### src/verilog/rv64_decode_pkg.sv
package rv64_decode_pkg;

  ////////////////////////////////////////////////////////////////////////////
  // Widths
  ////////////////////////////////////////////////////////////////////////////

  localparam int XLEN      = 64;  // Integer register width
  localparam int ILEN      = 32;  // Instruction word
  localparam int REG_IDX_W = 5;
  localparam int NUM_XREGS = 32;  // x0 to x31

  ////////////////////////////////////////////////////////////////////////////
  // Function codes
  ////////////////////////////////////////////////////////////////////////////

  typedef enum logic [7:0] {
    INVALID = 8'd0,  // No kept encoding matched
    // Upper immediates and jumps
    I_LUI, I_AUIPC, I_JAL, I_JALR,
    // Branches
    I_BEQ, I_BNE, I_BLT, I_BGE, I_BLTU, I_BGEU,
    // Loads
    I_LB, I_LH, I_LW, I_LBU, I_LHU, I_LWU, I_LD,
    // Stores
    I_SB, I_SH, I_SW, I_SD,
    // Register-immediate
    I_ADDI, I_SLTI, I_SLTIU, I_XORI, I_ORI, I_ANDI,
    I_SLLI, I_SRLI, I_SRAI,
    // Register-register
    I_ADD, I_SUB, I_SLL, I_SLT, I_SLTU,
    I_XOR, I_SRL, I_SRA, I_OR, I_AND,
    // 32-bit word forms
    I_ADDIW, I_SLLIW, I_SRLIW, I_SRAIW,
    I_ADDW, I_SUBW, I_SLLW, I_SRLW, I_SRAW,
    // Memory ordering and environment
    I_FENCE, I_FENCE_TSO, I_PAUSE, I_ECALL, I_EBREAK,
    // M extension
    I_MUL, I_MULH, I_MULHSU, I_MULHU,
    I_DIV, I_DIVU, I_REM, I_REMU,
    I_MULW, I_DIVW, I_DIVUW, I_REMW, I_REMUW
  } func_t;

  // Which immediate layout the word carries
  typedef enum logic [2:0] {
    IMM_NONE,
    IMM_I,
    IMM_S,
    IMM_B,
    IMM_U,
    IMM_J,
    IMM_SHAMT  // Unsigned shift amount
  } imm_kind_t;

  ////////////////////////////////////////////////////////////////////////////
  // Structs between the decode blocks
  ////////////////////////////////////////////////////////////////////////////

  typedef struct packed {
    logic use_rd;
    logic use_rs1;
    logic use_rs2;
  } reg_use_t;

  // Classification of one instruction word
  typedef struct packed {
    func_t     func;
    imm_kind_t imm_kind;
    reg_use_t  reg_use;
    logic      jump;
  } match_info_t;

  // Fetch stage payload
  typedef struct packed {
    logic [XLEN-1:0] pc;
    logic [ILEN-1:0] code;
  } fetch_t;

  // Output stage payload
  typedef struct packed {
    func_t                func;
    logic [REG_IDX_W-1:0] rd;
    logic [REG_IDX_W-1:0] rs1;
    logic [REG_IDX_W-1:0] rs2;
    logic [XLEN-1:0]      imm;
    logic [XLEN-1:0]      pc;
    logic                 jump;     // May redirect the fetch
    logic [NUM_XREGS-1:0] reg_req;  // Registers to be free before issue
  } decoded_instr_t;

endpackage

### src/verilog/rv64_pipe_stage.sv
`timescale 1ns/10ps

module rv64_pipe_stage #(
  parameter type payload_t = logic
) (
  input  logic     clk_i,
  input  logic     reset_i,

  input  logic     in_valid_i,
  input  payload_t in_data_i,
  output logic     in_ready_o,

  output logic     out_valid_o,
  output payload_t out_data_o,
  input  logic     out_ready_i
);

  logic     valid_q;
  payload_t data_q;

  // Take a new item when empty or when the held one leaves this cycle
  assign in_ready_o = !valid_q || out_ready_i;

  always_ff @(posedge clk_i) begin
    if (reset_i) begin
      valid_q <= 1'b0;
    end else if (in_ready_o) begin
      valid_q <= in_valid_i;  // Drain and refill in one edge
    end
  end

  always_ff @(posedge clk_i) begin
    if (in_valid_i && in_ready_o) begin
      data_q <= in_data_i;
    end
  end

  assign out_valid_o = valid_q;
  assign out_data_o  = data_q;

endmodule

### src/verilog/rv64_opcode_match.sv
`timescale 1ns/10ps

module rv64_opcode_match (
  input  logic [rv64_decode_pkg::ILEN-1:0] code_i,
  output rv64_decode_pkg::match_info_t     info_o
);

  import rv64_decode_pkg::*;

  typedef struct packed {
    logic [ILEN-1:0] mask;
    logic [ILEN-1:0] bits;
    match_info_t     info;
  } entry_t;

  // Field masks
  localparam logic [ILEN-1:0] M_OP  = 32'h0000_007F;  // Opcode only
  localparam logic [ILEN-1:0] M_F3  = 32'h0000_707F;  // Plus funct3
  localparam logic [ILEN-1:0] M_F6  = 32'hFC00_707F;  // RV64 shifts keep shamt[5]
  localparam logic [ILEN-1:0] M_F7  = 32'hFE00_707F;  // Plus funct7
  localparam logic [ILEN-1:0] M_ALL = 32'hFFFF_FFFF;

  // Register use shorthands, rd rs1 rs2
  localparam reg_use_t RU_NONE    = 3'b000;
  localparam reg_use_t RU_RD      = 3'b100;
  localparam reg_use_t RU_RD_RS1  = 3'b110;
  localparam reg_use_t RU_RS1_RS2 = 3'b011;
  localparam reg_use_t RU_ALL     = 3'b111;

  localparam int NUM_ENTRIES = 67;

  ////////////////////////////////////////////////////////////////////////////
  // Encoding table, a later entry wins over an earlier one
  ////////////////////////////////////////////////////////////////////////////

  localparam entry_t MATCH_TABLE [NUM_ENTRIES] = '{
    '{M_OP,  32'h0000_0037, '{I_LUI,       IMM_U,     RU_RD,      1'b0}},
    '{M_OP,  32'h0000_0017, '{I_AUIPC,     IMM_U,     RU_RD,      1'b0}},
    '{M_OP,  32'h0000_006F, '{I_JAL,       IMM_J,     RU_RD,      1'b1}},
    '{M_F3,  32'h0000_0067, '{I_JALR,      IMM_I,     RU_RD_RS1,  1'b1}},
    '{M_F3,  32'h0000_0063, '{I_BEQ,       IMM_B,     RU_RS1_RS2, 1'b1}},
    '{M_F3,  32'h0000_1063, '{I_BNE,       IMM_B,     RU_RS1_RS2, 1'b1}},
    '{M_F3,  32'h0000_4063, '{I_BLT,       IMM_B,     RU_RS1_RS2, 1'b1}},
    '{M_F3,  32'h0000_5063, '{I_BGE,       IMM_B,     RU_RS1_RS2, 1'b1}},
    '{M_F3,  32'h0000_6063, '{I_BLTU,      IMM_B,     RU_RS1_RS2, 1'b1}},
    '{M_F3,  32'h0000_7063, '{I_BGEU,      IMM_B,     RU_RS1_RS2, 1'b1}},
    '{M_F3,  32'h0000_0003, '{I_LB,        IMM_I,     RU_RD_RS1,  1'b0}},
    '{M_F3,  32'h0000_1003, '{I_LH,        IMM_I,     RU_RD_RS1,  1'b0}},
    '{M_F3,  32'h0000_2003, '{I_LW,        IMM_I,     RU_RD_RS1,  1'b0}},
    '{M_F3,  32'h0000_3003, '{I_LD,        IMM_I,     RU_RD_RS1,  1'b0}},
    '{M_F3,  32'h0000_4003, '{I_LBU,       IMM_I,     RU_RD_RS1,  1'b0}},
    '{M_F3,  32'h0000_5003, '{I_LHU,       IMM_I,     RU_RD_RS1,  1'b0}},
    '{M_F3,  32'h0000_6003, '{I_LWU,       IMM_I,     RU_RD_RS1,  1'b0}},
    '{M_F3,  32'h0000_0023, '{I_SB,        IMM_S,     RU_RS1_RS2, 1'b0}},
    '{M_F3,  32'h0000_1023, '{I_SH,        IMM_S,     RU_RS1_RS2, 1'b0}},
    '{M_F3,  32'h0000_2023, '{I_SW,        IMM_S,     RU_RS1_RS2, 1'b0}},
    '{M_F3,  32'h0000_3023, '{I_SD,        IMM_S,     RU_RS1_RS2, 1'b0}},
    '{M_F3,  32'h0000_0013, '{I_ADDI,      IMM_I,     RU_RD_RS1,  1'b0}},
    '{M_F3,  32'h0000_2013, '{I_SLTI,      IMM_I,     RU_RD_RS1,  1'b0}},
    '{M_F3,  32'h0000_3013, '{I_SLTIU,     IMM_I,     RU_RD_RS1,  1'b0}},
    '{M_F3,  32'h0000_4013, '{I_XORI,      IMM_I,     RU_RD_RS1,  1'b0}},
    '{M_F3,  32'h0000_6013, '{I_ORI,       IMM_I,     RU_RD_RS1,  1'b0}},
    '{M_F3,  32'h0000_7013, '{I_ANDI,      IMM_I,     RU_RD_RS1,  1'b0}},
    '{M_F6,  32'h0000_1013, '{I_SLLI,      IMM_SHAMT, RU_RD_RS1,  1'b0}},
    '{M_F6,  32'h0000_5013, '{I_SRLI,      IMM_SHAMT, RU_RD_RS1,  1'b0}},
    '{M_F6,  32'h4000_5013, '{I_SRAI,      IMM_SHAMT, RU_RD_RS1,  1'b0}},
    '{M_F7,  32'h0000_0033, '{I_ADD,       IMM_NONE,  RU_ALL,     1'b0}},
    '{M_F7,  32'h4000_0033, '{I_SUB,       IMM_NONE,  RU_ALL,     1'b0}},
    '{M_F7,  32'h0000_1033, '{I_SLL,       IMM_NONE,  RU_ALL,     1'b0}},
    '{M_F7,  32'h0000_2033, '{I_SLT,       IMM_NONE,  RU_ALL,     1'b0}},
    '{M_F7,  32'h0000_3033, '{I_SLTU,      IMM_NONE,  RU_ALL,     1'b0}},
    '{M_F7,  32'h0000_4033, '{I_XOR,       IMM_NONE,  RU_ALL,     1'b0}},
    '{M_F7,  32'h0000_5033, '{I_SRL,       IMM_NONE,  RU_ALL,     1'b0}},
    '{M_F7,  32'h4000_5033, '{I_SRA,       IMM_NONE,  RU_ALL,     1'b0}},
    '{M_F7,  32'h0000_6033, '{I_OR,        IMM_NONE,  RU_ALL,     1'b0}},
    '{M_F7,  32'h0000_7033, '{I_AND,       IMM_NONE,  RU_ALL,     1'b0}},
    '{M_F3,  32'h0000_001B, '{I_ADDIW,     IMM_I,     RU_RD_RS1,  1'b0}},
    '{M_F7,  32'h0000_101B, '{I_SLLIW,     IMM_SHAMT, RU_RD_RS1,  1'b0}},
    '{M_F7,  32'h0000_501B, '{I_SRLIW,     IMM_SHAMT, RU_RD_RS1,  1'b0}},
    '{M_F7,  32'h4000_501B, '{I_SRAIW,     IMM_SHAMT, RU_RD_RS1,  1'b0}},
    '{M_F7,  32'h0000_003B, '{I_ADDW,      IMM_NONE,  RU_ALL,     1'b0}},
    '{M_F7,  32'h4000_003B, '{I_SUBW,      IMM_NONE,  RU_ALL,     1'b0}},
    '{M_F7,  32'h0000_103B, '{I_SLLW,      IMM_NONE,  RU_ALL,     1'b0}},
    '{M_F7,  32'h0000_503B, '{I_SRLW,      IMM_NONE,  RU_ALL,     1'b0}},
    '{M_F7,  32'h4000_503B, '{I_SRAW,      IMM_NONE,  RU_ALL,     1'b0}},
    '{M_F7,  32'h0200_0033, '{I_MUL,       IMM_NONE,  RU_ALL,     1'b0}},
    '{M_F7,  32'h0200_1033, '{I_MULH,      IMM_NONE,  RU_ALL,     1'b0}},
    '{M_F7,  32'h0200_2033, '{I_MULHSU,    IMM_NONE,  RU_ALL,     1'b0}},
    '{M_F7,  32'h0200_3033, '{I_MULHU,     IMM_NONE,  RU_ALL,     1'b0}},
    '{M_F7,  32'h0200_4033, '{I_DIV,       IMM_NONE,  RU_ALL,     1'b0}},
    '{M_F7,  32'h0200_5033, '{I_DIVU,      IMM_NONE,  RU_ALL,     1'b0}},
    '{M_F7,  32'h0200_6033, '{I_REM,       IMM_NONE,  RU_ALL,     1'b0}},
    '{M_F7,  32'h0200_7033, '{I_REMU,      IMM_NONE,  RU_ALL,     1'b0}},
    '{M_F7,  32'h0200_003B, '{I_MULW,      IMM_NONE,  RU_ALL,     1'b0}},
    '{M_F7,  32'h0200_403B, '{I_DIVW,      IMM_NONE,  RU_ALL,     1'b0}},
    '{M_F7,  32'h0200_503B, '{I_DIVUW,     IMM_NONE,  RU_ALL,     1'b0}},
    '{M_F7,  32'h0200_603B, '{I_REMW,      IMM_NONE,  RU_ALL,     1'b0}},
    '{M_F7,  32'h0200_703B, '{I_REMUW,     IMM_NONE,  RU_ALL,     1'b0}},
    // Ordering bits ride in the I immediate
    '{M_F3,  32'h0000_000F, '{I_FENCE,     IMM_I,     RU_NONE,    1'b0}},
    '{M_ALL, 32'h8330_000F, '{I_FENCE_TSO, IMM_I,     RU_NONE,    1'b0}},
    '{M_ALL, 32'h0100_000F, '{I_PAUSE,     IMM_I,     RU_NONE,    1'b0}},
    '{M_ALL, 32'h0000_0073, '{I_ECALL,     IMM_NONE,  RU_NONE,    1'b1}},
    '{M_ALL, 32'h0010_0073, '{I_EBREAK,    IMM_NONE,  RU_NONE,    1'b1}}
  };

  always_comb begin
    info_o = '{INVALID, IMM_NONE, RU_NONE, 1'b0};  // Unmatched word
    for (int i = 0; i < NUM_ENTRIES; i++) begin
      if ((code_i & MATCH_TABLE[i].mask) == MATCH_TABLE[i].bits) begin
        info_o = MATCH_TABLE[i].info;
      end
    end
  end

endmodule

### src/verilog/rv64_imm_gen.sv
`timescale 1ns/10ps

module rv64_imm_gen (
  input  logic [rv64_decode_pkg::ILEN-1:0] code_i,
  input  rv64_decode_pkg::imm_kind_t       imm_kind_i,
  output logic [rv64_decode_pkg::XLEN-1:0] imm_o
);

  import rv64_decode_pkg::*;

  logic            sign;
  logic [XLEN-1:0] imm_i;
  logic [XLEN-1:0] imm_s;
  logic [XLEN-1:0] imm_b;
  logic [XLEN-1:0] imm_u;
  logic [XLEN-1:0] imm_j;
  logic [XLEN-1:0] imm_sh;

  assign sign = code_i[31];  // Every signed layout keeps its sign here

  assign imm_i  = {{(XLEN-12){sign}}, code_i[31:20]};
  assign imm_s  = {{(XLEN-12){sign}}, code_i[31:25], code_i[11:7]};
  assign imm_b  = {{(XLEN-12){sign}}, code_i[7], code_i[30:25], code_i[11:8], 1'b0};
  assign imm_u  = {{(XLEN-32){sign}}, code_i[31:12], 12'h000};
  assign imm_j  = {{(XLEN-20){sign}}, code_i[19:12], code_i[20], code_i[30:21], 1'b0};
  assign imm_sh = {{(XLEN-6){1'b0}}, code_i[25:20]};  // Zero extended

  ////////////////////////////////////////////////////////////////////////////
  // Layout select
  ////////////////////////////////////////////////////////////////////////////

  always_comb begin
    case (imm_kind_i)
      IMM_I:     imm_o = imm_i;
      IMM_S:     imm_o = imm_s;
      IMM_B:     imm_o = imm_b;
      IMM_U:     imm_o = imm_u;
      IMM_J:     imm_o = imm_j;
      IMM_SHAMT: imm_o = imm_sh;
      default:   imm_o = '0;  // No immediate
    endcase
  end

endmodule

### src/verilog/rv64_reg_select.sv
`timescale 1ns/10ps

module rv64_reg_select (
  input  logic [rv64_decode_pkg::ILEN-1:0]      code_i,
  input  rv64_decode_pkg::match_info_t          info_i,
  output logic [rv64_decode_pkg::REG_IDX_W-1:0] rd_o,
  output logic [rv64_decode_pkg::REG_IDX_W-1:0] rs1_o,
  output logic [rv64_decode_pkg::REG_IDX_W-1:0] rs2_o,
  output logic [rv64_decode_pkg::NUM_XREGS-1:0] reg_req_o
);

  import rv64_decode_pkg::*;

  // Unused fields read as x0
  assign rd_o  = info_i.reg_use.use_rd  ? code_i[11:7]  : '0;
  assign rs1_o = info_i.reg_use.use_rs1 ? code_i[19:15] : '0;
  assign rs2_o = info_i.reg_use.use_rs2 ? code_i[24:20] : '0;

  ////////////////////////////////////////////////////////////////////////////
  // Requirement vector
  ////////////////////////////////////////////////////////////////////////////

  always_comb begin
    reg_req_o        = '0;
    reg_req_o[0]     = 1'b1;  // x0 always listed
    reg_req_o[rd_o]  = 1'b1;
    reg_req_o[rs1_o] = 1'b1;
    reg_req_o[rs2_o] = 1'b1;
    // A possible redirect waits on the whole register file
    if (info_i.jump) begin
      reg_req_o = '1;
    end
  end

endmodule

### src/verilog/rv64_decode_top.sv
`timescale 1ns/10ps

module rv64_decode_top (
  input  logic                            clk_i,
  input  logic                            reset_i,

  input  logic                            in_valid_i,
  input  rv64_decode_pkg::fetch_t         in_data_i,
  output logic                            in_ready_o,

  output logic                            out_valid_o,
  output rv64_decode_pkg::decoded_instr_t out_data_o,
  input  logic                            out_ready_i
);

  import rv64_decode_pkg::*;

  logic                 fetch_valid;
  logic                 fetch_ready;
  fetch_t               fetch_data;
  match_info_t          match_info;
  logic [XLEN-1:0]      imm;
  logic [REG_IDX_W-1:0] rd;
  logic [REG_IDX_W-1:0] rs1;
  logic [REG_IDX_W-1:0] rs2;
  logic [NUM_XREGS-1:0] reg_req;
  decoded_instr_t       decoded;

  ////////////////////////////////////////////////////////////////////////////
  // Fetch stage
  ////////////////////////////////////////////////////////////////////////////

  rv64_pipe_stage #(
    .payload_t(fetch_t)
  ) fetch_stage_u (
    .clk_i      (clk_i),
    .reset_i    (reset_i),
    .in_valid_i (in_valid_i),
    .in_data_i  (in_data_i),
    .in_ready_o (in_ready_o),
    .out_valid_o(fetch_valid),
    .out_data_o (fetch_data),
    .out_ready_i(fetch_ready)
  );

  ////////////////////////////////////////////////////////////////////////////
  // Combinational decode
  ////////////////////////////////////////////////////////////////////////////

  rv64_opcode_match opcode_match_u (
    .code_i(fetch_data.code),
    .info_o(match_info)
  );

  rv64_imm_gen imm_gen_u (
    .code_i    (fetch_data.code),
    .imm_kind_i(match_info.imm_kind),
    .imm_o     (imm)
  );

  rv64_reg_select reg_select_u (
    .code_i   (fetch_data.code),
    .info_i   (match_info),
    .rd_o     (rd),
    .rs1_o    (rs1),
    .rs2_o    (rs2),
    .reg_req_o(reg_req)
  );

  always_comb begin
    decoded.func    = match_info.func;
    decoded.rd      = rd;
    decoded.rs1     = rs1;
    decoded.rs2     = rs2;
    decoded.imm     = imm;
    decoded.pc      = fetch_data.pc;  // Carried from fetch
    decoded.jump    = match_info.jump;
    decoded.reg_req = reg_req;
  end

  ////////////////////////////////////////////////////////////////////////////
  // Output stage
  ////////////////////////////////////////////////////////////////////////////

  rv64_pipe_stage #(
    .payload_t(decoded_instr_t)
  ) out_stage_u (
    .clk_i      (clk_i),
    .reset_i    (reset_i),
    .in_valid_i (fetch_valid),
    .in_data_i  (decoded),
    .in_ready_o (fetch_ready),
    .out_valid_o(out_valid_o),
    .out_data_o (out_data_o),
    .out_ready_i(out_ready_i)
  );

endmodule

### config.mk
export PLATFORM = sky130hd
export DESIGN_NAME = rv64_decode_top
export DESIGN_NICKNAME = d
export VERILOG_FILES = /design/src/verilog/rv64_decode_pkg.sv /design/src/verilog/rv64_pipe_stage.sv /design/src/verilog/rv64_opcode_match.sv /design/src/verilog/rv64_imm_gen.sv /design/src/verilog/rv64_reg_select.sv /design/src/verilog/rv64_decode_top.sv
export SDC_FILE = /design/constraint.sdc
export NUM_CORES = 1
export LEC_CHECK = 0
export ABC_AREA = 1
export ABC_CLOCK_PERIOD_IN_PS = 27800
export BUFFER_PORTS_ARGS = -buffer_cell sky130_fd_sc_hd__buf_2
export CORE_ASPECT_RATIO = 1.25
export CORE_MARGIN = 3
export CORE_UTILIZATION = 45
export CTS_CLUSTER_SIZE = 25
export DETAILED_ROUTE_END_ITERATION = 8
export GPL_TIMING_DRIVEN = 0
export PLACE_DENSITY = 0.69
export SLEW_MARGIN = 20
export SYNTH_ARGS = -nofsm -noshare
export SYNTH_HDL_FRONTEND = slang
export SYNTH_HIERARCHICAL = 1
export SYNTH_SLANG_ARGS = --single-unit
### constraint.sdc
create_clock -name clk_i -period 27.8 [get_ports clk_i]
set_clock_uncertainty 0.15 [all_clocks]
set_input_delay 5.56 -clock clk_i [delete_from_list [all_inputs] [get_ports clk_i]]
set_output_delay 5.56 -clock clk_i [all_outputs]
set_load 0.02 [all_outputs]
Word-level counts from Yosys, hierarchy flattened
Cells that the tools add are included.

Magnitude comparators: 6. Equal/unequal tests: 73. Multiplexer cells: 77. Bitwise gates (word level): 2. Reduce and logical (&&, ||, !) cells: 13.

Operators with widths (number): two-way mux 14 bit (61); case mux 64 bit (6 select lines) (1); equality test 17 x 11 -> 1 bit (second input constant) (13); equality test 17 x 10 -> 1 bit (second input constant) (6); equality test 10 bit (second input constant) (10); equality test 17 x 16 -> 1 bit (second input constant) (5); OR reduction 66 bit (1); OR 32 bit (2); equality test 10 x 9 -> 1 bit (second input constant) (6); equality test 17 x 8 -> 1 bit (second input constant) (3); equality test 17 x 6 -> 1 bit (second input constant) (2); equality test 17 x 9 -> 1 bit (second input constant) (2); equality test 32 x 21 -> 1 bit (second input constant) (1); equality test 32 x 25 -> 1 bit (second input constant) (1); equality test 32 bit (second input constant) (1); equality test 32 x 7 -> 1 bit (second input constant) (1); equality test 10 x 8 -> 1 bit (second input constant) (3); equality test 10 x 5 -> 1 bit (second input constant) (2); equality test 10 x 7 -> 1 bit (second input constant) (2); two-way mux 10 bit (2); less-than comparator 5 x 6 -> 1 bit (second input constant) (3); two-way mux 9 bit (2); equality test 16 x 10 -> 1 bit (second input constant) (1); equality test 16 x 15 -> 1 bit (second input constant) (1); 22 further kinds (39).

Register bits after elaboration: 282. Input bits: 100. Output and inout bits: 186. Logic and storage cells: 187.

Logic depth before layout (Yosys ltp)
Gate-level depths: netlist of the first run.

Depth in word-level cells: 75. Gate-level depth with buffers: 21. Depth with buffers taken out: 21.

Modules after synthesis
The synthesis of the first run kept the hierarchy.

Modules (own cells, without submodules): rv64_pipe_stage (out_stage_u) (times used 1, cells an instance 190, area each 5572.8 µm², sequential area each 5545.3 µm²); rv64_pipe_stage (fetch_stage_u) (times used 1, cells an instance 102, area each 2930.3 µm², sequential area each 2902.8 µm²); rv64_opcode_match (times used 1, cells an instance 315, area each 1506.4 µm², sequential area each 0.0 µm²); rv64_reg_select (times used 1, cells an instance 297, area each 1221.2 µm², sequential area each 0.0 µm²); rv64_imm_gen (times used 1, cells an instance 128, area each 664.4 µm², sequential area each 0.0 µm²).

Least setup slack after synthesis of the first run
Ideal clock, no wire load.

Kind: input port to flip-flop. Start: input port out_ready_i. End: register out_stage_u.data_q, in the netlist out_stage_u/out_data_o[0], enable pin. Setup time: 790 ps. Data arrival time: 14334 ps. Required time: 26860 ps. Path slack: 12526 ps. Cell stages on the path: 2. Path buffers: 0. Cells stage by stage: inv_2 a21oi_1.

Cells in the longest elaborated chain, start to end: 2.

RTL lines: from (decl) (RTL line rv64_decode_top.sv:13) `input logic out_ready_i`; logical OR 1 bit (RTL line rv64_pipe_stage.sv:22) `assign in_ready_o = !valid_q || out_ready_i;`; logical AND 1 bit (RTL line rv64_pipe_stage.sv:33) `if (in_valid_i && in_ready_o) begin`; to (signal assigned) (RTL line rv64_pipe_stage.sv:34) `data_q <= in_data_i;`; to (decl) (RTL line rv64_pipe_stage.sv:19) `payload_t data_q;`.

Every way passes these cells. A chain may end at the register's enable or synchronous reset.

Worst setup path in the final report of the first run
Start: input port out_ready_i. End: output port in_ready_o.

Cells in the longest elaborated chain, start to end: 2.

RTL lines: logical OR 1 bit (RTL line rv64_pipe_stage.sv:22); named net fetch_ready (RTL line rv64_decode_top.sv:19) `logic fetch_ready;`; logical OR 1 bit (RTL line rv64_pipe_stage.sv:22); to (decl) (RTL line rv64_decode_top.sv:9) `output logic in_ready_o,`.

The timed path passes the listed nets, and every way through them passes these cells.

==> flow_results.org, run 1 <==
** Run status
- Result of the run :: completed

** Worst setup path
- Critical Path Sink Type :: output port
- Data arrival, critical path :: 6.12 ns
- The worst setup path is launched from an input pin.
- In this run the worst path has a maximum fanout of 2.
- The startpoint identified for the worst register-to-register timing path is fetch_stage_u/out_data_o[13].
- STA puts the critical path data required time at 22.09 ns.
- Type of the worst setup path :: input pin to output port
- FF-to-FF End :: out_stage_u/out_data_o[27]
- Cell count of the worst reg-to-reg path :: 13
- Reg-to-reg setup timing slack :: 23.89 ns

** Layout
- Post-layout nets :: 1461
- Once layout is complete, the cells apart from fillers number 1715.
- Layout-stage area growth over the synthesis result :: 26.45%
- Filler instances :: 2130
- Post-route cell area :: 15040 um^2
- For this run, the share of the core covered by cells in the final layout is 0.5872.
- Layout cells sized above 1 :: 0.3220

** Global route
- Global routing finished with a remaining overflow of 0.
- The initial antenna violation count came to 1.
- Tot GR Track Use :: 0.2008
- Largest net degree at the start of global routing :: 28
- First-pass GRT wire length :: 44.97 mm
- The via count of the first global-routing pass was 8479.

** Yosys
- A synthesized cell averages 11.53 um^2.
- Share of the synthesized netlist area taken by xor and xnor gates :: 0
- Syn Inst Count :: 1032
- Top FF cell, synth :: sky130_fd_sc_hd__edfxtp_1
- Post-synthesis compound-gate area fraction :: 0.02787
- Of the total synthesized cell area, the portion taken by AND, OR, NAND and NOR gates is 0.1948.
- Count leader, synth :: sky130_fd_sc_hd__edfxtp_1
- Top cell type's share of synthesized area :: 0.7068
- Biggest area contributors in the synthesized netlist :: sky130_fd_sc_hd__edfxtp_1 (71%), sky130_fd_sc_hd__nand2_1 (5.5%), sky130_fd_sc_hd__nor2_1 (5.4%), sky130_fd_sc_hd__nand3_1 (3.8%), sky130_fd_sc_hd__inv_1 (3.0%)
- Netlist area before placement :: 11900 um^2
- For this run, asynchronously set or reset flops after synthesis account for 0.
- Synthesized-area fraction occupied by adder cells :: 0
- Sequential area share after synthesis :: 0.7102
- The synthesized design contains 282 register bits.
- Leading cell types by count after synthesis :: sky130_fd_sc_hd__edfxtp_1 (280), sky130_fd_sc_hd__nand2_1 (173), sky130_fd_sc_hd__nor2_1 (171)
- The number of nets in the synthesized netlist is 1132.
- The largest total area in the synthesized netlist belongs to sky130_fd_sc_hd__edfxtp_1.
- The netlist uses 42 different library cells.
- For this run, the number of Yosys warnings is 6.
- Combinational family with the most area after synthesis :: simple AND/OR/NAND/NOR gates
- Measured against the total synthesized area, the mux share comes to 0.
- EDFF count, synth :: 280

** Route
- Aggregate routed wire length :: 29.00 mm
- Number of iterations in the first detailed-routing pass :: 7
- Iter 0 DRT Violations :: 598
- After detailed routing, the average wire length per cell comes to 16.91 um.
- In the routed design, unresolved DRC markers number 0.
- Detailed routing inserted a total of 8564 vias.
- Once detail routing completed, the nets flagged for antenna violations numbered 0.
- After detailed routing, the number of vias per cell comes to 4.994.

** Hold path
- The path with the worst hold slack has its endpoint at out_stage_u/out_data_o[53].
- Counting instances, the worst hold path has a depth of 0.
- Class of the tightest hold or removal check :: register to register
- Source of the worst hold timing path :: fetch_stage_u/out_data_o[52]

** Clocking
- Counting every sink on the clock net gives 282.
- Post-CTS sizing :: 0
- Clock tree synthesis selected as its root buffer the cell sky130_fd_sc_hd__clkbuf_16.
- Setup bufs post-CTS :: 0
- Number of CTS-inserted buffers :: 27
- CTS H-tree depth :: 1
- TritonCTS clock tree :: done
- CTS clock-pin slew for the worst setup and hold paths :: 0.06 ns
- # hold bufs at CTS :: 0
- The clock reaches the later pin of the worst-skew pair after 0.55 ns.
- Counting along the longest clock path gives a buffer depth of 3.

** Timing
- Final Max Tran Viols :: 0
- Setup repair after global routing left no endpoint under its margin.
- Subtracting the final worst setup slack from the clock period gives 11.83 ns.
- # setup viols final :: 0
- Final critical-path share of the clock period :: 0.4255
- Max Clock Freq :: 84.54 MHz
- For the pin with the worst max-slew slack, the measured transition is 0.9126 ns.
- The final-report hold violation count came to 0.
- Setup total negative slack on the finished layout was measured at 0 ns.
- Relative slew margins :: 0.3838

** Placed design
- The count of buffers added on input and output ports is 285.
- Placed standard-cell area :: 14180 um^2
- After detailed placement, the design holds a cell count of 1667.
- GP Congestion :: 0.9418
- Dpl hpwl :: 21.89 mm

** Power
- In this run the power density over the cells is 61.03 nW/um^2.
- Standby leakage power :: 6.695 nW
- Net switching component of the power :: 0.1999 mW
- Relative contribution of the clock network to total power :: 0.390
- Sequential Power Share :: 0.542
- Share of total power consumed by net switching :: 0.2178
- Combinational share of power :: 0.068
- Across the VDD grid, the largest voltage drop is 0.00006573 V.
- Tot Pwr :: 0.9180 mW
- The internal power of the cells totals 0.7181 mW.

** Floorplanning
- The initial utilization of the core area, before any placement, comes to 0.4643.
- Die span in y :: 187.8 um
- # IOs :: 286
- Number of cell rows :: 65
- After floorplanning, the core was sized to cover 25620 um^2.
- The floorplan step defined a die boundary enclosing 28430 um^2.
- The die is 151.4 um wide.

** Run
- Across the run, the number of max-cap violations was 0.
==> kinds of logic after synthesis <==
group	after synthesis
DFF	282
AOI/OAI and AO/OA	57
other	2
and+or+nand+nor	523
buffers and inverters	168
==> per-stage QoR <==
stage / hold slack (ns) / setup slack, ns
2_1_floorplan: 0.2503 / 12.53
3_3_place_gp: 0.2502 / 8.817
3_5_place_dp: 0.2545 / 15.97
4_1_cts: 0.2625 / 15.97
5_1_grt: 0.2719 / 15.93
6_report: 0.2565 / 15.97
==> metal layers <==
metal / share of wire / vias to the layer above / global-route usage
met5: 0 / - / 0
met4: 0.030 / 0 / 0.06385
met3: 0.079 / 64 / 0.03892
met2: 0.51 / 364 / 0.3589
met1: 0.38 / 3969 / 0.2419
li1: - / 4167 / -
==> worst max-delay path by stage <==
stage,start,endpoint,slack [ns]
2_1_floorplan,out_ready_i,out_stage_u/out_data_o[0],12.53
3_3_place_gp,out_ready_i,out_stage_u/out_data_o[147],8.82
3_5_place_dp,out_ready_i,in_ready_o,15.97
4_1_cts,out_ready_i,in_ready_o,15.97
5_1_grt,out_ready_i,in_ready_o,15.93
6_report,out_ready_i,in_ready_o,15.97
==> critical path: stages <==
cell                      delay (ns)
sky130_fd_sc_hd__buf_2          0.10
sky130_fd_sc_hd__inv_2          0.07
sky130_fd_sc_hd__nand2_2        0.07
sky130_fd_sc_hd__inv_2          0.09
sky130_fd_sc_hd__nand2_2        0.06
sky130_fd_sc_hd__buf_2          0.16
==> cell usage in the layout, fill, tap and decap left out, drive strengths merged, types with 13 or more instances in the layout <==
cell / count
buf: 341
inv: 126
clkbuf: 33
nand3: 91
o21ai: 24
nor4: 14
nor3: 25
a21oi: 18
nand2: 184
nand4: 13
nor2: 184
edfxtp: 280
==> final cells by class <==
type                       count  area (um^2)  share of cell area
clock inverter                14        162.7             0.01081
buffer                        41        311.5             0.02071
clock buffer                  33        698.2             0.04642
antenna                        1        2.502           0.0001664
timing repair buffer         300         1827              0.1214
sequential                   282         8448              0.5616
tap                          335        419.2             0.02787
inverter                     127        479.2             0.03186
multi-input combinational    582         2694              0.1791
==> sequential cells by signal, summed over array words and instances, names as in the netlist <==
| register | count |
|---|---|
| out_stage_u/out_data_o | 184 |
| fetch_stage_u/out_data_o | 96 |
| fetch_stage_u/out_valid_o | 1 |
| out_stage_u/out_valid_o | 1 |
==> power by group through the flow <==
| stage | Sequential (mW) | Clock [mW] | Combinational, mW |
|---|---|---|---|
| global route | 0.499 | 0.386 | 0.0679 |
| detailed placement | 0.507 | 0 | 0.0632 |
| finish | 0.498 | 0.358 | 0.0627 |
| CTS | 0.498 | 0.368 | 0.0634 |
| global placement | 0.515 | 0 | 0.0544 |
| floorplan | 0.523 | 0 | 0.0193 |
(Power assumes the default switching activity.)
==> run 2, diff against run 1 <==
--- a/config.mk
+++ b/config.mk
@@ -5,8 +5,8 @@
 export SDC_FILE = /design/constraint.sdc
 export NUM_CORES = 1
 export LEC_CHECK = 0
-export ABC_AREA = 1
-export ABC_CLOCK_PERIOD_IN_PS = 27800
+export ABC_AREA = 0
+export ABC_CLOCK_PERIOD_IN_PS = 11150
 export BUFFER_PORTS_ARGS = -buffer_cell sky130_fd_sc_hd__buf_2
 export CORE_ASPECT_RATIO = 1.25
 export CORE_MARGIN = 3
==> constraint.sdc (replaced) <==
create_clock -name clk_i -period 11.15 [get_ports clk_i]
set_clock_uncertainty 0.15 [all_clocks]
set_input_delay 2.23 -clock clk_i [delete_from_list [all_inputs] [get_ports clk_i]]
set_output_delay 2.23 -clock clk_i [all_outputs]
set_load 0.02 [all_outputs]
==> run 2 against run 1 <==
  * Register-to-register slack got worse by 17 ns
  * Clock-buffer cell count unchanged
  * Largest cell class unchanged
  * Hold slack improved by 0.0095 ns
  * Die area decreased by 2.5%
  * Power increased to 2.6 times the previous value
  * Combinational power increased to 2.9 times the previous value
  * Design area decreased by 3.9%
==> flow_results.org, run 2 <==
** Route
- Drt via density :: 5.451
- The detailed router placed 7920 vias in this run.
- In this run the remaining antenna-violating nets after routing total 0.
- The final layout contains routed wiring with a total length of 29.73 mm.
- After detailed routing, the number of remaining DRC violations is 0.
- Routed wirelength normalized by instance count :: 20.46 um
- The first routing iteration left 656 violations.
- For this run, the detailed router's first-pass iteration total came to 6.

** Power
- Power spread over the standard cell area amounts to 163.2 nW/um^2.
- Standby leakage power :: 5.481 nW
- Of the total power, the clock network draws 0.392.
- Tot Pwr :: 2.359 mW
- Share of total power consumed by net switching :: 0.2239
- The share of total power dissipated in sequential elements is 0.532.
- The analysis attributes to net switching a power of 0.5281 mW.
- The internal portion of the total power is 1.831 mW.
- The worst-case IR drop observed on VDD is 0.0001440 V.
- The share of total power dissipated in combinational logic is 0.076.

** Global route
- The first global-routing pass estimated 44.14 mm of wire.
- In the global route stage, overall resource usage came out at 0.2062.
- Most utilized layer in the global route result :: met2
- The via count of the first global-routing pass came to 7615.
- Met3 layer usage reported by global route :: 0.04381
- Initial antenna violation count :: 1
- Largest net degree at the start of global routing :: 58
- GR met1 Demand/Resource :: 0.2452
- Total gr overflow :: 0
- For met2 alone, demand over resource in global routing was 0.3658.

** Worst setup path
- The worst setup path is captured at an output port.
- Reg-to-reg startpoint :: fetch_stage_u/out_data_o[14]
- Along the worst path, the maximum fanout reaches 3.
- The endpoint identified for the worst register-to-register timing path is out_stage_u/out_data_o[16].
- At the worst endpoint, the required time is 8.77 ns.
- The worst setup path is launched from an input pin.
- Across all register-to-register paths, the minimum setup slack is 7.24 ns.
- Type of the worst setup path :: input pin to output port
- At the worst endpoint, the arrival time is 2.77 ns.
- Cell count of the worst reg-to-reg path :: 11

** Layout
- The register with the most flip-flops in the layout has 184 of them.
- Non-Filler Instances :: 1453
- 0 antenna diodes ended up in the layout.
- Post-layout nets :: 1198
- With fillers left out, the area of the finished cells amounts to 14450 um^2.
- Most frequent cells in the layout :: sky130_fd_sc_hd__buf_2 (301), sky130_fd_sc_hd__edfxtp_1 (280), sky130_fd_sc_hd__nor2_1 (59), sky130_fd_sc_hd__buf_4 (37), sky130_fd_sc_hd__nand2_1 (33)
- Of the cells placed in the final design, the portion with a size suffix greater than 1 is 0.3739.
- Filler instances :: 2058
- For this run, the share of the core covered by cells in the final layout is 0.5714.
- Leaving out fill and tap cells, the most frequent cell in the layout is sky130_fd_sc_hd__buf_2.
- Layout-stage area growth over the synthesis result :: 24.74%

** Yosys
- Of the post-synthesis cell area, the part taken by muxes is 0.002700.
- A synthesized cell averages 14.87 um^2.
- Number of synthesis warnings :: 6
- Fraction of registers with async set/reset :: 0
- Of the total synthesized cell area, the portion taken by AND, OR, NAND and NOR gates is 0.1465.
- By instance count, the leading cell after synthesis is sky130_fd_sc_hd__edfxtp_1.
- Share of the synthesized netlist area taken by xor and xnor gates :: 0.0007559
- Post-synthesis compound-gate area fraction :: 0.08002
- The cell area that synthesis handed to floorplanning was 11590 um^2.
- The synthesized design contains 280 enable-type register cells.
- Of the synthesized area, sequential elements account for 0.7292.
- The share of synthesized area in the top cell type comes to 0.7257.
- Top FF cell, synth :: sky130_fd_sc_hd__edfxtp_1
- Of the total synthesized cell area, the portion taken by full adders, half adders and majority gates is 0.
- The largest total area in the synthesized netlist belongs to sky130_fd_sc_hd__edfxtp_1.
- Net count after synthesis :: 879
- Leading cell types by count after synthesis :: sky130_fd_sc_hd__edfxtp_1 (280), sky130_fd_sc_hd__nor2_1 (59), sky130_fd_sc_hd__buf_4 (37)
- Combinational family with the most area after synthesis :: simple AND/OR/NAND/NOR gates
- Synthesis instantiated 86 different standard cells from the library.
- In the synthesized netlist, the number of instances is 779.
- Ranked by total cell area, the synthesized netlist is headed by sky130_fd_sc_hd__edfxtp_1 (73%), sky130_fd_sc_hd__buf_4 (2.4%), sky130_fd_sc_hd__nor2_1 (1.9%), sky130_fd_sc_hd__or3_1 (1.4%), sky130_fd_sc_hd__o22ai_1 (1.3%).
- The synthesized design contains 282 register bits.

** Clocking
- Post-CTS sizing :: 0
- Once the clock tree was built, the setup fixing pass inserted 0 buffers.
- Clock latency on the worst-skew pair, taken at its later pin, is 0.55 ns.
- Number of CTS-inserted buffers :: 27
- The number of hold buffers added after CTS was 0.
- The clock drives 282 sinks.
- Worst-case clock buffer depth :: 3
- CTS H-tree depth :: 1
- Clock root buffer master :: sky130_fd_sc_hd__clkbuf_16
- TritonCTS clock tree :: done
- Clock-pin slew was measured on the worst setup and hold paths at 0.06 ns.

** Hold path
- WHS Path Cells :: 0
- Class of the tightest hold or removal check :: register to register
- The startpoint identified for the worst hold timing path is fetch_stage_u/out_data_o[36].
- The worst hold path terminates at out_stage_u/out_data_o[37].

** Timing
- Of the available clock period, the critical path in the final layout requires 0.4620.
- Final hold violation count :: 0
- Relative slew margins :: 0.3328
- Hold is met by 0.2660 ns.
- The worst path meets setup with 5.998 ns of slack.
- At the pin with the least slew margin, the transition time is 0.9916 ns.
- # setup viols final :: 0
- Setup repair after global routing left no endpoint under its margin.
- After layout, the minimum clock period comes to 5.152 ns.
- Static timing analysis puts the maximum clock frequency at 194.1 MHz.
- In the final timing run, aggregate negative setup slack is 0 ns.
- Final Max Tran Viols :: 0

** Floorplanning
- Die span in y :: 185.4 um
- # IOs :: 286
- Die ar. :: 27720 um^2
- Total core area :: 25290 um^2
- Number of cell rows :: 65
- Starting Density :: 0.4581
- Die Width :: 149.5 um

** Run
- MaxCap Viol Count :: 0

** Placed design
- The wire-length estimate of the detail-placed layout is 21.69 mm.
- Placed standard-cell area :: 13550 um^2
- # port buffers :: 285
- Worst-case setup slack after placement :: 5.999 ns
- At the end of routability-driven placement, the weighted congestion stood at 0.9388.
- After detailed placement, the design holds a cell count of 1404.

** Run status
- The run finished with clean final reports.
==> run 2: per-layer routing <==
metal / vias to the layer above / wire length [um]
li1: 3644 / -
met1: 3804 / 10990
met2: 390 / 15280
met3: 80 / 2338
met4: 2 / 1119
met5: - / 7
==> run 2: worst max-delay path by stage <==
stage | from | to | slack, ns
finish | out_ready_i | in_ready_o | 6.00
global route | out_ready_i | in_ready_o | 5.98
CTS | out_ready_i | in_ready_o | 6.00
detailed placement | out_ready_i | in_ready_o | 6.00
global placement | out_ready_i | in_ready_o | 6.01
floorplan | out_ready_i | in_ready_o | 6.23
==> run 2: layout make-up <==
cell class	count	area, um^2	share of cell area
plain buffers	70	431.7	0.02987
repair buffers	290	1544	0.1068
inverters	9	33.78	0.002337
multi-input cells	418	2673	0.1849
well taps	335	419.2	0.02900
clock inverters	16	205.2	0.01420
flip-flops and latches	282	8448	0.5845
clock buffers	33	698.2	0.04831
==> run 2: worst max-delay path: stages <==
cell,delay (ns)
sky130_fd_sc_hd__buf_2,0.09
sky130_fd_sc_hd__nand2b_4,0.14
sky130_fd_sc_hd__nand2b_4,0.15
sky130_fd_sc_hd__buf_2,0.16
==> run 2: cell families after synthesis <==
logic type	after synthesis
AND/OR/NAND/NOR	277
multiplexers	3
flip-flops	282
other	2
buffers and inverters	79
AO/OA/AOI/OAI	135
XOR/XNOR	1
==> run 2: power by group through the flow <==
stage               combinational, mW  sequential, mW  clock [mW]
finish                          0.180            1.26       0.924
global route                    0.192            1.26       0.997
detailed placement              0.180            1.28           0
CTS                             0.181            1.26       0.950
global placement                0.176            1.28           0
floorplan                      0.0563            1.32           0
==> run 3, diff against run 2 <==
--- a/config.mk
+++ b/config.mk
@@ -6,7 +6,7 @@
 export NUM_CORES = 1
 export LEC_CHECK = 0
 export ABC_AREA = 0
-export ABC_CLOCK_PERIOD_IN_PS = 11150
+export ABC_CLOCK_PERIOD_IN_PS = 4500
 export BUFFER_PORTS_ARGS = -buffer_cell sky130_fd_sc_hd__buf_2
 export CORE_ASPECT_RATIO = 1.25
 export CORE_MARGIN = 3
@@ -14,7 +14,7 @@
 export CTS_CLUSTER_SIZE = 25
 export DETAILED_ROUTE_END_ITERATION = 8
 export GPL_TIMING_DRIVEN = 0
-export PLACE_DENSITY = 0.69
+export PLACE_DENSITY = 0.72
 export SLEW_MARGIN = 20
 export SYNTH_ARGS = -nofsm -noshare
 export SYNTH_HDL_FRONTEND = slang
==> constraint.sdc (replaced) <==
create_clock -name clk_i -period 4.5 [get_ports clk_i]
set_clock_uncertainty 0.15 [all_clocks]
set_input_delay 0.9 -clock clk_i [delete_from_list [all_inputs] [get_ports clk_i]]
set_output_delay 0.9 -clock clk_i [all_outputs]
set_load 0.02 [all_outputs]
==> run 3 against run 2 <==
  * Utilization increased by 0.15 points
  * Sequential share of layout area decreased by 0.15 points
  * Critical path depth is 7 higher
  * Highest routed layer unchanged
  * Clock power rose to 2.5 times the previous value
  * Flip-flop and latch count unchanged
  * Wire length fell by 0.82%
  * Design area rose by 0.26%
  * Global-route usage increased by 0.099 points
  * Critical endpoint is now out_stage_u/out_data_o[15]
  * First-iteration DRC count grew 6.9%
  * Via count down 1.2%
  * Cell count is the same
==> flow_results.org, run 3 (synthesis gave the netlist of run 2 again) <==
** Global route
- The first global-routing pass estimated 43.98 mm of wire.
- Total gr overflow :: 0
- Largest net degree at the start of global routing :: 60
- In the global route stage, overall resource usage came out at 0.2072.
- The initial antenna violation count is 1.
- Vias in the first global route :: 7648

** Hold path
- Hold worst-path end :: out_stage_u/out_data_o[67]
- The worst hold path begins at fetch_stage_u/out_data_o[66].
- Along the worst hold path, the cell count comes to 0.
- Class of the tightest hold or removal check :: register to register

** Worst setup path
- Critical path launch point :: fetch_stage_u/out_data_o[14]
- FF-to-FF End :: out_stage_u/out_data_o[15]
- Critical Path Sink Type :: register
- Critical path peak fanout :: 10
- STA classifies the critical path startpoint as a register.
- Reg-to-reg startpoint :: fetch_stage_u/out_data_o[14]
- In this run the register-to-register setup slack is 0.56 ns.
- The number of cells on the worst reg-to-reg path is 11.
- Data arrival, critical path :: 4.21 ns
- Type of the worst setup path :: register to register
- Critical Path RT :: 4.76 ns

** Route
- Count of nets left with antenna violations after detail routing :: 0
- After detailed routing, the number of remaining DRC violations is 0.
- Detailed-route via count :: 7823
- After detailed routing, the number of vias per cell comes to 5.384.
- Dividing the detail-routed wire length by the instance count gives 20.30 um.
- The final layout contains routed wiring with a total length of 29.49 mm.
- Iter 0 DRT Violations :: 701
- Number of iterations in the first detailed-routing pass :: 5

** Layout
- Total inserted antenna cells :: 0
- For this run, the post-layout net count is 1198.
- The finished cells cover 14490 um^2.
- Leaving out fill and tap cells, the most frequent cells in the layout are sky130_fd_sc_hd__buf_2 (301), sky130_fd_sc_hd__edfxtp_1 (280), sky130_fd_sc_hd__nor2_1 (59), sky130_fd_sc_hd__buf_4 (37), sky130_fd_sc_hd__nand2_1 (33).
- After filler insertion, the fill cell instance count of the layout stands at 2065.
- Relative to the synthesized area, the layout overhead comes to 25.06%.
- The library cell used most frequently in the layout, excluding fill and tap cells, is sky130_fd_sc_hd__buf_2.
- Flip-flop count of the largest register after layout :: 184
- At the end of the flow the core is filled with cells to 0.5729.
- In the final layout, the share of cells above drive strength 1 is 0.3766.

** Clocking
- The clock drives 282 sinks.
- # hold bufs at CTS :: 0
- Worst-case clock buffer depth :: 3
- TritonCTS clock tree :: done
- CTS built an H-tree with a depth of 1.
- Gates resized during post-CTS repair numbered 0.
- Clock root buffer master :: sky130_fd_sc_hd__clkbuf_16
- CTS clock-pin slew for the worst setup and hold paths :: 0.06 ns
- Once the clock tree was built, the setup fixing pass inserted 0 buffers.
- Clock Latency Late Sink :: 0.55 ns
- TritonCTS created 27 clock buffers.

** Power
- Relative contribution of the clock network to total power :: 0.398
- Power density normalized to cell area :: 407.5 nW/um^2
- Net switching component of the power :: 1.321 mW
- Standby leakage power :: 5.482 nW
- The internal power of the cells totals 4.585 mW.
- Largest vdd supply drop :: 0.0003617 V
- Of the total power, the share spent switching nets is 0.2236.
- Combinational share of power :: 0.075
- Of the total power, registers draw 0.527.

** Floorplanning
- Die Width :: 149.5 um
- Die ar. :: 27720 um^2
- Starting Density :: 0.4581
- Total core area :: 25290 um^2
- # IOs :: 286
- Number of cell rows :: 65
- Die span in y :: 185.4 um

** Placed design
- GP Congestion :: 0.9287
- # port buffers :: 285
- Placed standard-cell area :: 13550 um^2
- Once detailed placement completed, the half-perimeter wirelength came to 21.62 mm.

** Timing
- Static timing analysis puts the maximum clock frequency at 253.7 MHz.
- Transition time at the pin with the least slew margin :: 1.023 ns
- Dividing the final minimum period by the clock period gives 0.8761.
- # setup viols final :: 0
- The number of pins exceeding their max-slew limit in the final report is 0.
- Relative slew margins :: 0.3115
- For the final routed database, the setup TNS stands at 0 ns.
- Setup repair after global routing missed its margin :: no
- The final-report hold violation count is 0.
- The clock period could shrink to 3.942 ns.

** Run status
- The flow ran to the end, and the final reports show no timing, DRC or antenna violations.

** Run
- The tool flagged a number of max-cap violations equal to 0.
run 3: layout make-up:
class | instances | area (um^2) | share of cell area
inverters | 9 | 33.78 | 0.002331
repair buffers | 290 | 1544 | 0.1066
multi-input cells | 418 | 2673 | 0.1844
well taps | 335 | 419.2 | 0.02893
plain buffers | 70 | 431.7 | 0.02979
clock inverters | 22 | 265.3 | 0.01831
clock buffers | 27 | 675.6 | 0.04663
flip-flops and latches | 282 | 8448 | 0.5830
run 3: layer usage:
layer,track usage,vias to the layer above,share of wire
met1,0.2444,3699,0.37
met2,0.3685,397,0.51
li1,-,3637,-
met3,0.04356,88,0.076
met4,0.08571,2,0.041
met5,0,-,0.00051
run 3: how the worst max path moves through the flow:
stage	cells past startpoint	slack, ns	endpoint
floorplan	10	1.35	out_stage_u/out_data_o[129]
global placement	10	0.22	out_stage_u/out_data_o[152]
detailed placement	12	0.70	out_stage_u/out_data_o[15]
CTS	12	0.68	out_stage_u/out_data_o[15]
global route	12	0.41	out_stage_u/out_data_o[15]
finish	11	0.56	out_stage_u/out_data_o[15]
run 3: worst max-delay path: stages (launching register included):
cell	delay (ns)
sky130_fd_sc_hd__edfxtp_1	0.45
sky130_fd_sc_hd__clkbuf_1	0.29
sky130_fd_sc_hd__nor4_1	0.94
sky130_fd_sc_hd__nand2_1	0.29
sky130_fd_sc_hd__o32ai_4	0.24
sky130_fd_sc_hd__nor4b_1	0.10
sky130_fd_sc_hd__nor3b_2	0.21
sky130_fd_sc_hd__nand4b_1	0.21
sky130_fd_sc_hd__buf_2	0.25
sky130_fd_sc_hd__nand4b_1	0.28
sky130_fd_sc_hd__o22ai_1	0.25
sky130_fd_sc_hd__or3_1	0.14
run 3: through the flow:
step                      hold slack, ns  std cells  total power, mW  worst slack (ns)
final                             0.2663       1453            5.905            0.5576
after global placement            0.2501       1399            3.601            0.2182
after CTS                         0.2651       1453            5.973            0.6806
after global routing              0.2764       1453            6.140            0.4150
after floorplan                   0.2503        779            3.404             1.350
after detailed placement          0.2545       1404            3.614            0.6955
run 3: power groups by stage:
stage | combinational [mW] | clock [mW] | sequential [mW]
after floorplan | 0.139 | 0 | 3.27
after global placement | 0.434 | 0 | 3.17
after detailed placement | 0.448 | 0 | 3.17
after CTS | 0.449 | 2.41 | 3.11
after global routing | 0.476 | 2.54 | 3.12
final | 0.446 | 2.35 | 3.11
